## config.mk

```make
export PLATFORM = sky130hd
export DESIGN_NAME = pipeCtrlTop
export DESIGN_NICKNAME = d
export VERILOG_FILES = /design/src/pipeCtrlPkg.sv /design/src/instrDecoder.sv /design/src/slotPipe.sv /design/src/hazardUnit.sv /design/src/redirectCtrl.sv /design/src/pipeCtrlTop.sv
export VERILOG_INCLUDE_DIRS = /design/src
export SDC_FILE = /design/constraint.sdc
export NUM_CORES = 1
export LEC_CHECK = 0
export BUFFER_PORTS_ARGS = -buffer_cell sky130_fd_sc_hd__buf_2
export CORE_ASPECT_RATIO = 1.2
export CORE_MARGIN = 1
export CORE_UTILIZATION = 45
export CTS_BUF_LIST = sky130_fd_sc_hd__clkbuf_2
export DETAILED_ROUTE_END_ITERATION = 8
export PLACE_DENSITY = 0.69
export SLEW_MARGIN = 20
export SYNTH_ARGS = -nofsm -noshare
export SYNTH_HDL_FRONTEND = slang
export SYNTH_SLANG_ARGS = --single-unit
```

## constraint.sdc

```tcl
create_clock -name clk -period 2.1 [get_ports clk]
set_input_delay 0.21 -clock clk [delete_from_list [all_inputs] [get_ports clk]]
set_output_delay 0.21 -clock clk [all_outputs]
set_load 0.05 [all_outputs]
```

## src/pipeCtrl_config.svh

```systemverilog
`ifndef PIPE_CTRL_CONFIG_SVH
`define PIPE_CTRL_CONFIG_SVH

// instruction word and register file
`define INSTR_W     32
`define REG_ADDR_W  5

// fetch stays closed this many cycles after a redirect
`define JUMP_HOLD   2
`define BRANCH_HOLD 1

// hold counter, wide enough for the longest window
`define HOLD_W      2

`endif

```

## src/pipeCtrlPkg.sv

```systemverilog
`include "pipeCtrl_config.svh"

package pipeCtrlPkg;

    typedef logic [`REG_ADDR_W-1:0] regAddr_t;

    ////////////////////////////////////////
    // opcodes and R-type funct codes
    ////////////////////////////////////////
    localparam logic [5:0] OP_RTYPE = 6'h00;
    localparam logic [5:0] OP_J     = 6'h02;
    localparam logic [5:0] OP_BEQ   = 6'h04;
    localparam logic [5:0] OP_BNE   = 6'h05;
    localparam logic [5:0] OP_BGTZ  = 6'h07;
    localparam logic [5:0] OP_ADDI  = 6'h08;
    localparam logic [5:0] OP_ANDI  = 6'h0c;
    localparam logic [5:0] OP_ORI   = 6'h0d;
    localparam logic [5:0] OP_LW    = 6'h23;
    localparam logic [5:0] OP_SW    = 6'h2b;

    localparam logic [5:0] FN_JR    = 6'h08;
    localparam logic [5:0] FN_ADD   = 6'h20;
    localparam logic [5:0] FN_SUB   = 6'h22;
    localparam logic [5:0] FN_AND   = 6'h24;
    localparam logic [5:0] FN_OR    = 6'h25;
    localparam logic [5:0] FN_SLT   = 6'h2a;

    ////////////////////////////////////////
    // instruction word, two views
    ////////////////////////////////////////
    typedef struct packed {
        logic [5:0] opcode;
        regAddr_t   rs;
        regAddr_t   rt;
        regAddr_t   rd;
        logic [4:0] shamt;
        logic [5:0] funct;
    } rFmt_t;

    typedef struct packed {
        logic [5:0]                              opcode;
        regAddr_t                                rs;
        regAddr_t                                rt;
        logic [`INSTR_W-6-2*`REG_ADDR_W-1:0]     imm;   // rest of the word
    } iFmt_t;

    typedef union packed {
        rFmt_t r;
        iFmt_t i;
    } instrWord_u;

    typedef enum logic [3:0] {
        NOP,
        ALU_R,
        ALU_I,
        LOAD,
        STORE,
        BEQ,
        BNE,
        BGTZ,
        JUMP,
        JREG
    } opClass_e;

    // one instruction as seen by the hazard logic
    typedef struct packed {
        logic     valid;
        opClass_e opClass;
        regAddr_t rs;
        regAddr_t rt;
        logic     readsRs;
        logic     readsRt;
        regAddr_t dest;
        logic     writesReg;
        logic     isLoad;
    } slot_t;

    typedef enum logic [1:0] {FWD_NONE, FWD_MEM, FWD_WB} fwdSel_e;

    typedef enum logic [1:0] {PC_SEQ, PC_BRANCH, PC_JUMP, PC_JREG} pcSrc_e;

endpackage

```

## src/instrDecoder.sv

```systemverilog
`timescale 1ns/1ps

module instrDecoder (
    input  pipeCtrlPkg::instrWord_u instr,
    input  logic                    instrValid,
    output pipeCtrlPkg::slot_t      decSlot
);
    import pipeCtrlPkg::*;

    opClass_e opClass;

    // class by opcode, funct only for R-type
    always_comb
    begin
        opClass = NOP;
        case (instr.i.opcode)
            OP_RTYPE:
            begin
                case (instr.r.funct)
                    FN_ADD, FN_SUB, FN_AND, FN_OR, FN_SLT: opClass = ALU_R;
                    FN_JR:   opClass = JREG;
                    default: opClass = NOP;
                endcase
            end
            OP_ADDI, OP_ANDI, OP_ORI: opClass = ALU_I;
            OP_LW:   opClass = LOAD;
            OP_SW:   opClass = STORE;
            OP_BEQ:  opClass = BEQ;
            OP_BNE:  opClass = BNE;
            OP_BGTZ: opClass = BGTZ;
            OP_J:    opClass = JUMP;
            default: opClass = NOP;    // unknown codes do nothing
        endcase
    end

    always_comb
    begin
        decSlot         = '0;
        decSlot.valid   = instrValid;
        decSlot.opClass = opClass;
        decSlot.rs      = instr.i.rs;
        decSlot.rt      = instr.i.rt;
        decSlot.isLoad  = (opClass == LOAD);

        case (opClass)
            ALU_R, STORE, BEQ, BNE:
            begin
                decSlot.readsRs = 1'b1;
                decSlot.readsRt = 1'b1;
            end
            ALU_I, LOAD, BGTZ, JREG: decSlot.readsRs = 1'b1;
            default: ;
        endcase

        // destination field depends on format
        case (opClass)
            ALU_R:       decSlot.dest = instr.r.rd;
            ALU_I, LOAD: decSlot.dest = instr.i.rt;
            default:     decSlot.dest = '0;
        endcase
        decSlot.writesReg = (opClass inside {ALU_R, ALU_I, LOAD}) && (decSlot.dest != '0);
    end

endmodule

```

## src/slotPipe.sv

```systemverilog
`timescale 1ns/1ps

module slotPipe (
    input  logic               clk,
    input  logic               rst_n,
    input  pipeCtrlPkg::slot_t decSlot,
    input  logic               fetchReady,
    input  logic               stall,
    output pipeCtrlPkg::slot_t exSlot,
    output pipeCtrlPkg::slot_t memSlot,
    output pipeCtrlPkg::slot_t wbSlot
);
    import pipeCtrlPkg::*;

    localparam slot_t bubble = '0;

    logic accept;

    assign accept = decSlot.valid && fetchReady;   // fetch handshake

    ////////////////////////////////////////
    // EX / MEM / WB registers
    ////////////////////////////////////////
    always_ff @(posedge clk or negedge rst_n)
    begin
        if (!rst_n)
        begin
            exSlot  <= bubble;
            memSlot <= bubble;
            wbSlot  <= bubble;
        end
        else
        begin
            if (stall)
            begin
                // EX waits for the load, gap goes into MEM
                memSlot <= bubble;
            end
            else
            begin
                exSlot  <= accept ? decSlot : bubble;
                memSlot <= exSlot;
            end
            wbSlot <= memSlot;   // WB always drains
        end
    end

    ////////////////////////////////////////
    // checks
    ////////////////////////////////////////

    // hazard unit and redirect control must agree on fetch
    assert property (@(posedge clk) disable iff (!rst_n) !(fetchReady && stall))
        else $error("fetch open during a load-use stall");

endmodule

```

## src/hazardUnit.sv

```systemverilog
`timescale 1ns/1ps

module hazardUnit (
    input  pipeCtrlPkg::slot_t   exSlot,
    input  pipeCtrlPkg::slot_t   memSlot,
    input  pipeCtrlPkg::slot_t   wbSlot,
    output pipeCtrlPkg::fwdSel_e fwdA,
    output pipeCtrlPkg::fwdSel_e fwdB,
    output logic                 stall
);
    import pipeCtrlPkg::*;

    logic memIsAluWriter;
    logic memIsLoadWriter;
    logic wbIsWriter;
    logic loadHitRs;
    logic loadHitRt;

    assign memIsAluWriter  = memSlot.valid && memSlot.writesReg && !memSlot.isLoad;
    assign memIsLoadWriter = memSlot.valid && memSlot.writesReg && memSlot.isLoad;
    assign wbIsWriter      = wbSlot.valid && wbSlot.writesReg;

    // nearest producer wins
    function automatic fwdSel_e pickSrc(input regAddr_t src, input logic reads);
        fwdSel_e sel;
        sel = FWD_NONE;
        if (exSlot.valid && reads)
        begin
            if (memIsAluWriter && memSlot.dest == src)
                sel = FWD_MEM;
            else if (wbIsWriter && wbSlot.dest == src)
                sel = FWD_WB;
        end
        return sel;
    endfunction

    always_comb
    begin
        fwdA = pickSrc(exSlot.rs, exSlot.readsRs);
        fwdB = pickSrc(exSlot.rt, exSlot.readsRt);
    end

    ////////////////////////////////////////
    // load-use detection
    ////////////////////////////////////////
    assign loadHitRs = exSlot.readsRs && (exSlot.rs == memSlot.dest);
    assign loadHitRt = exSlot.readsRt && (exSlot.rt == memSlot.dest);

    // load data only exists after MEM
    assign stall = exSlot.valid && memIsLoadWriter && (loadHitRs || loadHitRt);

endmodule

```

## src/redirectCtrl.sv

```systemverilog
`timescale 1ns/1ps
`include "pipeCtrl_config.svh"

module redirectCtrl (
    input  logic                clk,
    input  logic                rst_n,
    input  pipeCtrlPkg::slot_t  exSlot,
    input  logic                stall,
    input  logic                instrValid,
    input  logic                aluZero,
    input  logic                aluPositive,
    output logic                fetchReady,
    output logic                pcWrite,
    output pipeCtrlPkg::pcSrc_e pcSrc
);
    import pipeCtrlPkg::*;

    localparam logic [`HOLD_W-1:0] jumpHold   = `JUMP_HOLD;
    localparam logic [`HOLD_W-1:0] branchHold = `BRANCH_HOLD;

    logic               takenBranch;
    logic               isJump;
    logic               redirect;
    logic [`HOLD_W-1:0] holdCnt;

    ////////////////////////////////////////
    // resolution in EX
    ////////////////////////////////////////
    always_comb
    begin
        case (exSlot.opClass)
            BEQ:     takenBranch = aluZero;
            BNE:     takenBranch = !aluZero;
            BGTZ:    takenBranch = aluPositive;
            default: takenBranch = 1'b0;
        endcase
    end

    assign isJump     = exSlot.opClass inside {JUMP, JREG};
    assign redirect   = exSlot.valid && !stall && (takenBranch || isJump);
    assign fetchReady = !stall && !redirect && (holdCnt == '0);

    always_comb
    begin
        pcSrc   = PC_SEQ;
        pcWrite = instrValid && fetchReady;   // advance on accept
        if (redirect)
        begin
            pcWrite = 1'b1;
            case (exSlot.opClass)
                JUMP:    pcSrc = PC_JUMP;
                JREG:    pcSrc = PC_JREG;
                default: pcSrc = PC_BRANCH;
            endcase
        end
    end

    // fetch window after a redirect
    always_ff @(posedge clk or negedge rst_n)
    begin
        if (!rst_n)
            holdCnt <= '0;
        else if (redirect)
            holdCnt <= isJump ? jumpHold : branchHold;
        else if (holdCnt != '0)
            holdCnt <= holdCnt - 1'b1;
    end

    assert property (@(posedge clk) disable iff (!rst_n) !(holdCnt > jumpHold))
        else $error("hold counter out of range");

    // nothing is fetched in the cycle after a redirect
    assert property (@(posedge clk) disable iff (!rst_n) redirect |=> !fetchReady)
        else $error("fetch reopened right after redirect");

endmodule

```

## src/pipeCtrlTop.sv

```systemverilog
`timescale 1ns/1ps
`include "pipeCtrl_config.svh"

module pipeCtrlTop (
    input  logic                    clk,
    input  logic                    rst_n,
    input  pipeCtrlPkg::instrWord_u instr,
    input  logic                    instrValid,
    output logic                    instrReady,
    input  logic                    aluZero,
    input  logic                    aluPositive,
    output pipeCtrlPkg::fwdSel_e    fwdA,
    output pipeCtrlPkg::fwdSel_e    fwdB,
    output logic                    stall,
    output logic                    pcWrite,
    output pipeCtrlPkg::pcSrc_e     pcSrc,
    output logic                    regWrite,
    output logic [`REG_ADDR_W-1:0]  regDest,
    output logic                    memToReg
);
    import pipeCtrlPkg::*;

    slot_t decSlot;
    slot_t exSlot;
    slot_t memSlot;
    slot_t wbSlot;
    logic  fetchReady;

    instrDecoder u_dec (
        .instr      (instr),
        .instrValid (instrValid),
        .decSlot    (decSlot)
    );

    slotPipe u_pipe (
        .clk        (clk),
        .rst_n      (rst_n),
        .decSlot    (decSlot),
        .fetchReady (fetchReady),
        .stall      (stall),
        .exSlot     (exSlot),
        .memSlot    (memSlot),
        .wbSlot     (wbSlot)
    );

    hazardUnit u_haz (
        .exSlot  (exSlot),
        .memSlot (memSlot),
        .wbSlot  (wbSlot),
        .fwdA    (fwdA),
        .fwdB    (fwdB),
        .stall   (stall)
    );

    redirectCtrl u_redir (
        .clk         (clk),
        .rst_n       (rst_n),
        .exSlot      (exSlot),
        .stall       (stall),
        .instrValid  (instrValid),
        .aluZero     (aluZero),
        .aluPositive (aluPositive),
        .fetchReady  (fetchReady),
        .pcWrite     (pcWrite),
        .pcSrc       (pcSrc)
    );

    assign instrReady = fetchReady;

    // register file write port from the WB slot
    assign regWrite = wbSlot.writesReg;
    assign regDest  = wbSlot.dest;
    assign memToReg = wbSlot.isLoad;

endmodule

```

==> out/results.tsv <==
stage	metric	value	unit
logic_synthesis	synth_edf_count	0	
power_and_ir_drop	net-switching-power	633	uW
final_layout	drive_gt1_share	38.4	%
floorplanning	rows	27	
final_layout	nets	319	
logic_synthesis	synth_ff_type	dfrtp_1	
critical_path	critPathMaxStageDelay	0.48	ns
critical_path	worstPathCellList	xnor2_1 -> nand3_2 -> o22ai_2 -> and2_4 -> buf_12 -> nor2_4 -> buf_8	
flow_run	cap_violations	0	
outcome	violations	negative setup slack	
floorplanning	die-area	0.00507	mm^2
sta	setup_viol	5	
outcome	outcome	finished, violations left	
final_layout	final_core_util	62.6	%
final_layout	antenna_cells	0	
final_layout	synthToLayoutAreaGrowth	33.6	%
logic_synthesis	yosysTopAreaCellShare	48.8	%
sta	hold_viol_final	0	
critical_path	worst-path-buf-inv	2	
sta	worst_pin_slew	0.891	ns
clock_network	h-tree-depth	2	
global_routing	grt_overflow_total	0	
global_routing	grt_use_total	20.6	%
placed_design	hpwl	3270	um
logic_synthesis	syn-instance-count	211	
sta	fmax	0.447	GHz
logic_synthesis	async_reset_ff_share	100	%
logic_synthesis	ys_top_cells_by_area	dfrtp_1, xnor2_1, a22o_1	
worst_hold_path	hp-class	input port to flip-flop	
clock_network	clk_latency	0.40	ns
sta	slew_viol_final	0	
power_and_ir_drop	leakagePower	1.35	nW
sta	skew	0.0172	ns
clock_network	path_clk_slew	0.19	ns
sta	period_needed	2.23	ns
logic_synthesis	ys_types	47	
sta	period_share	106	%
logic_synthesis	synth.avg_cell_area	10.2	um^2
detailed_routing	wl	4980	um
clock_network	root_buffer	clkbuf_2	
final_layout	layout_commonest_cell	dfrtp_1	
logic_synthesis	synth_fp_nets	249	
logic_synthesis	ys_warn_count	0	
critical_path	cpLargestDelayFamily	flip-flops	
placed_design	gp_congestion	0.824	
detailed_routing	vias	1824	
critical_path	crit_slowest_cell	dfrtp_1	
floorplanning	io_pins	53	
floorplanning	core	0.00459	mm^2
sta	fin_ws	-0.135	ns
critical_path	end_kind	output port	
critical_path	cp.required	1.89	ns
global_routing	grt_max_degree	43	
sta	maxSlewHeadroom	40.6	%
logic_synthesis	synth_top_area_cell	dfrtp_1	
critical_path	start_kind	flip-flop	
detailed_routing	drc	0	
placed_design	io_buffer_count	47	
power_and_ir_drop	powerDensity	654	mW/mm^2
power_and_ir_drop	pwr-share-clk	17.2	%
detailed_routing	drtPass1Iterations	4	
detailed_routing	detail_route.wl_per_cell	14.7	um
floorplanning	dieWidth	65.2	um
global_routing	antenna_found_initial	0	
logic_synthesis	ys_seq_elements	42	
logic_synthesis	yosysSeqAreaShare	48.8	%
floorplanning	dieHeight	77.8	um
power_and_ir_drop	peakVddDrop	0.000256	V
clock_network	numClockSinks	42	
detailed_routing	ant_nets	0	
power_and_ir_drop	pwr-share-seq	50.9	%
power_and_ir_drop	switching_share	33.6	%
global_routing	grt_pass1_wl	7890	um
critical_path	arrival	2.02	ns
critical_path	critPathKind	flip-flop to output port	
floorplanning	start_util	46.9	%
sta	rsz0062_at_grt	true	
critical_path	path_max_fanout	7	
power_and_ir_drop	pwr-share-comb	31.9	%
clock_network	cts_buffers	5	
final_layout	most-common-layout-cells	dfrtp_1, buf_2, buf_4	
clock_network	cts_buffer_depth	2	
global_routing	grt_pass1_vias	1737	
detailed_routing	initialDrtViolationCount	44	
power_and_ir_drop	p_int	1.25	mW
clock_network	cts_tree	done	
sta	fin_hold_ws	0.0162	ns
detailed_routing	vias_per_cell	5.38	
sta	final.setup.tns	-0.546	ns
logic_synthesis	synth_area	0.00215	mm^2
## power by group through the flow
| stage | Sequential (mW) | Clock (mW) | Combinational [mW] |
|---|---|---|---|
| after CTS | 0.952 | 0.326 | 0.554 |
| after global placement | 0.964 | 0 | 0.480 |
| final | 0.957 | 0.323 | 0.601 |
| after global routing | 0.971 | 0.355 | 0.654 |
| after floorplan | 0.950 | 0 | 0.349 |
| after detailed placement | 0.965 | 0 | 0.492 |
## worst paths after layout
path                                             startpoint                            end  slack, ns  cells after the start
worst min register to register  u_pipe.memSlot[1]$_DFF_PN0_     u_pipe.wbSlot[1]$_DFF_PN0_       0.41                      0
min in group asynchronous                             rst_n     u_pipe.wbSlot[2]$_DFF_PN0_       0.47                      2
worst max-delay path            u_pipe.memSlot[6]$_DFF_PN0_                       pcSrc[1]      -0.13                      7
worst min-delay path                              instr[22]  u_pipe.exSlot[15]$_DFFE_PN0N_       0.02                      2
max in group asynchronous                             rst_n    u_pipe.memSlot[5]$_DFF_PN0_       1.04                      2
worst max register to register  u_pipe.memSlot[6]$_DFF_PN0_   u_pipe.exSlot[2]$_DFFE_PN0N_       0.10                      8
## per-stage QoR
stage	instances	area (um^2)	power, mW	setup slack (ns)
after floorplan	211	2180	1.30	0.0811
after global placement	312	2480	1.44	-0.0257
after detailed placement	312	2480	1.46	-0.0493
after CTS	328	2710	1.83	-0.0681
after global routing	339	2880	1.98	-0.241
final	339	2880	1.88	-0.135
## sequential cells by signal, summed over array words and instances, names as in the netlist
name,count
u_pipe.exSlot,24
u_pipe.wbSlot,8
u_redir.holdCnt,2
u_pipe.memSlot,8
## kinds of logic (layout without fill, tap and decap cells)
group / Yosys count / after routing / share of synthesized area [%]
buffers and inverters: 19 / 89 / 4.59
AOI/OAI and AO/OA: 48 / 48 / 17.1
DFF: 42 / 42 / 48.8
xor gates and xnor gates: 21 / 21 / 8.54
muxes: 1 / 1 / 0.465
adders and majority gates: 1 / 1 / 0.581
and+or+nand+nor: 79 / 79 / 19.9
## cell type report
| class | count | area [um^2] |
|---|---|---|
| inverter | 7 | 26.3 |
| fill | 393 | 1720 |
| clock buffer | 7 | 35.0 |
| tap | 58 | 72.6 |
| multi-input combinational | 150 | 1150 |
| timing repair buffer | 75 | 537 |
| sequential | 42 | 1050 |
## worst register-to-register path: cells and delay by family (launching register included)
family          cells  cell delay [ns]
compound gates      2             0.34
simple gates        3             0.57
flops               1             0.48
xor+xnor            1             0.21
buf+inv             2             0.31
## layer usage
layer | share of wire [%] | track usage (%) | wire length (um)
met1 | 40 | 23.5 | 2010
met2 | 54 | 37.0 | 2700
met3 | 3.1 | 4.26 | 152
met4 | 2.4 | 7.17 | 122
met5 | 0 | 0 | 0
## cell usage after synthesis, types with 2 or more instances
cell type  count
a21oi_1        5
xor2_1         2
xnor2_1       19
nor4_1         3
dfrtp_1       42
buf_4          5
nand4_1        4
nor2b_1        9
or2_1          2
nand2b_1       4
a22oi_1        6
nand3_1        6
a22o_1        14
inv_1          7
nor3_1         6
buf_1          2
nor2_1        11
o21ai_1        8
and3_1         2
clkbuf_1       3
nand2_1       20
o311a_1        2
nor3b_1        3
or3_1          2
nand3b_1       2
## repair_timing
| item | CTS | global route |
|---|---|---|
| gates resized for setup | 25 | 21 |
| pin swaps | 7 | 8 |
| setup buffers | 7 | 8 |
| gates cloned | 1 | 0 |
| setup endpoints to repair | 21 | 27 |
| hold buffers | 1 | 3 |
| endpoints found under the hold margin | 42 | 3 |
(Power assumes the default switching activity.)
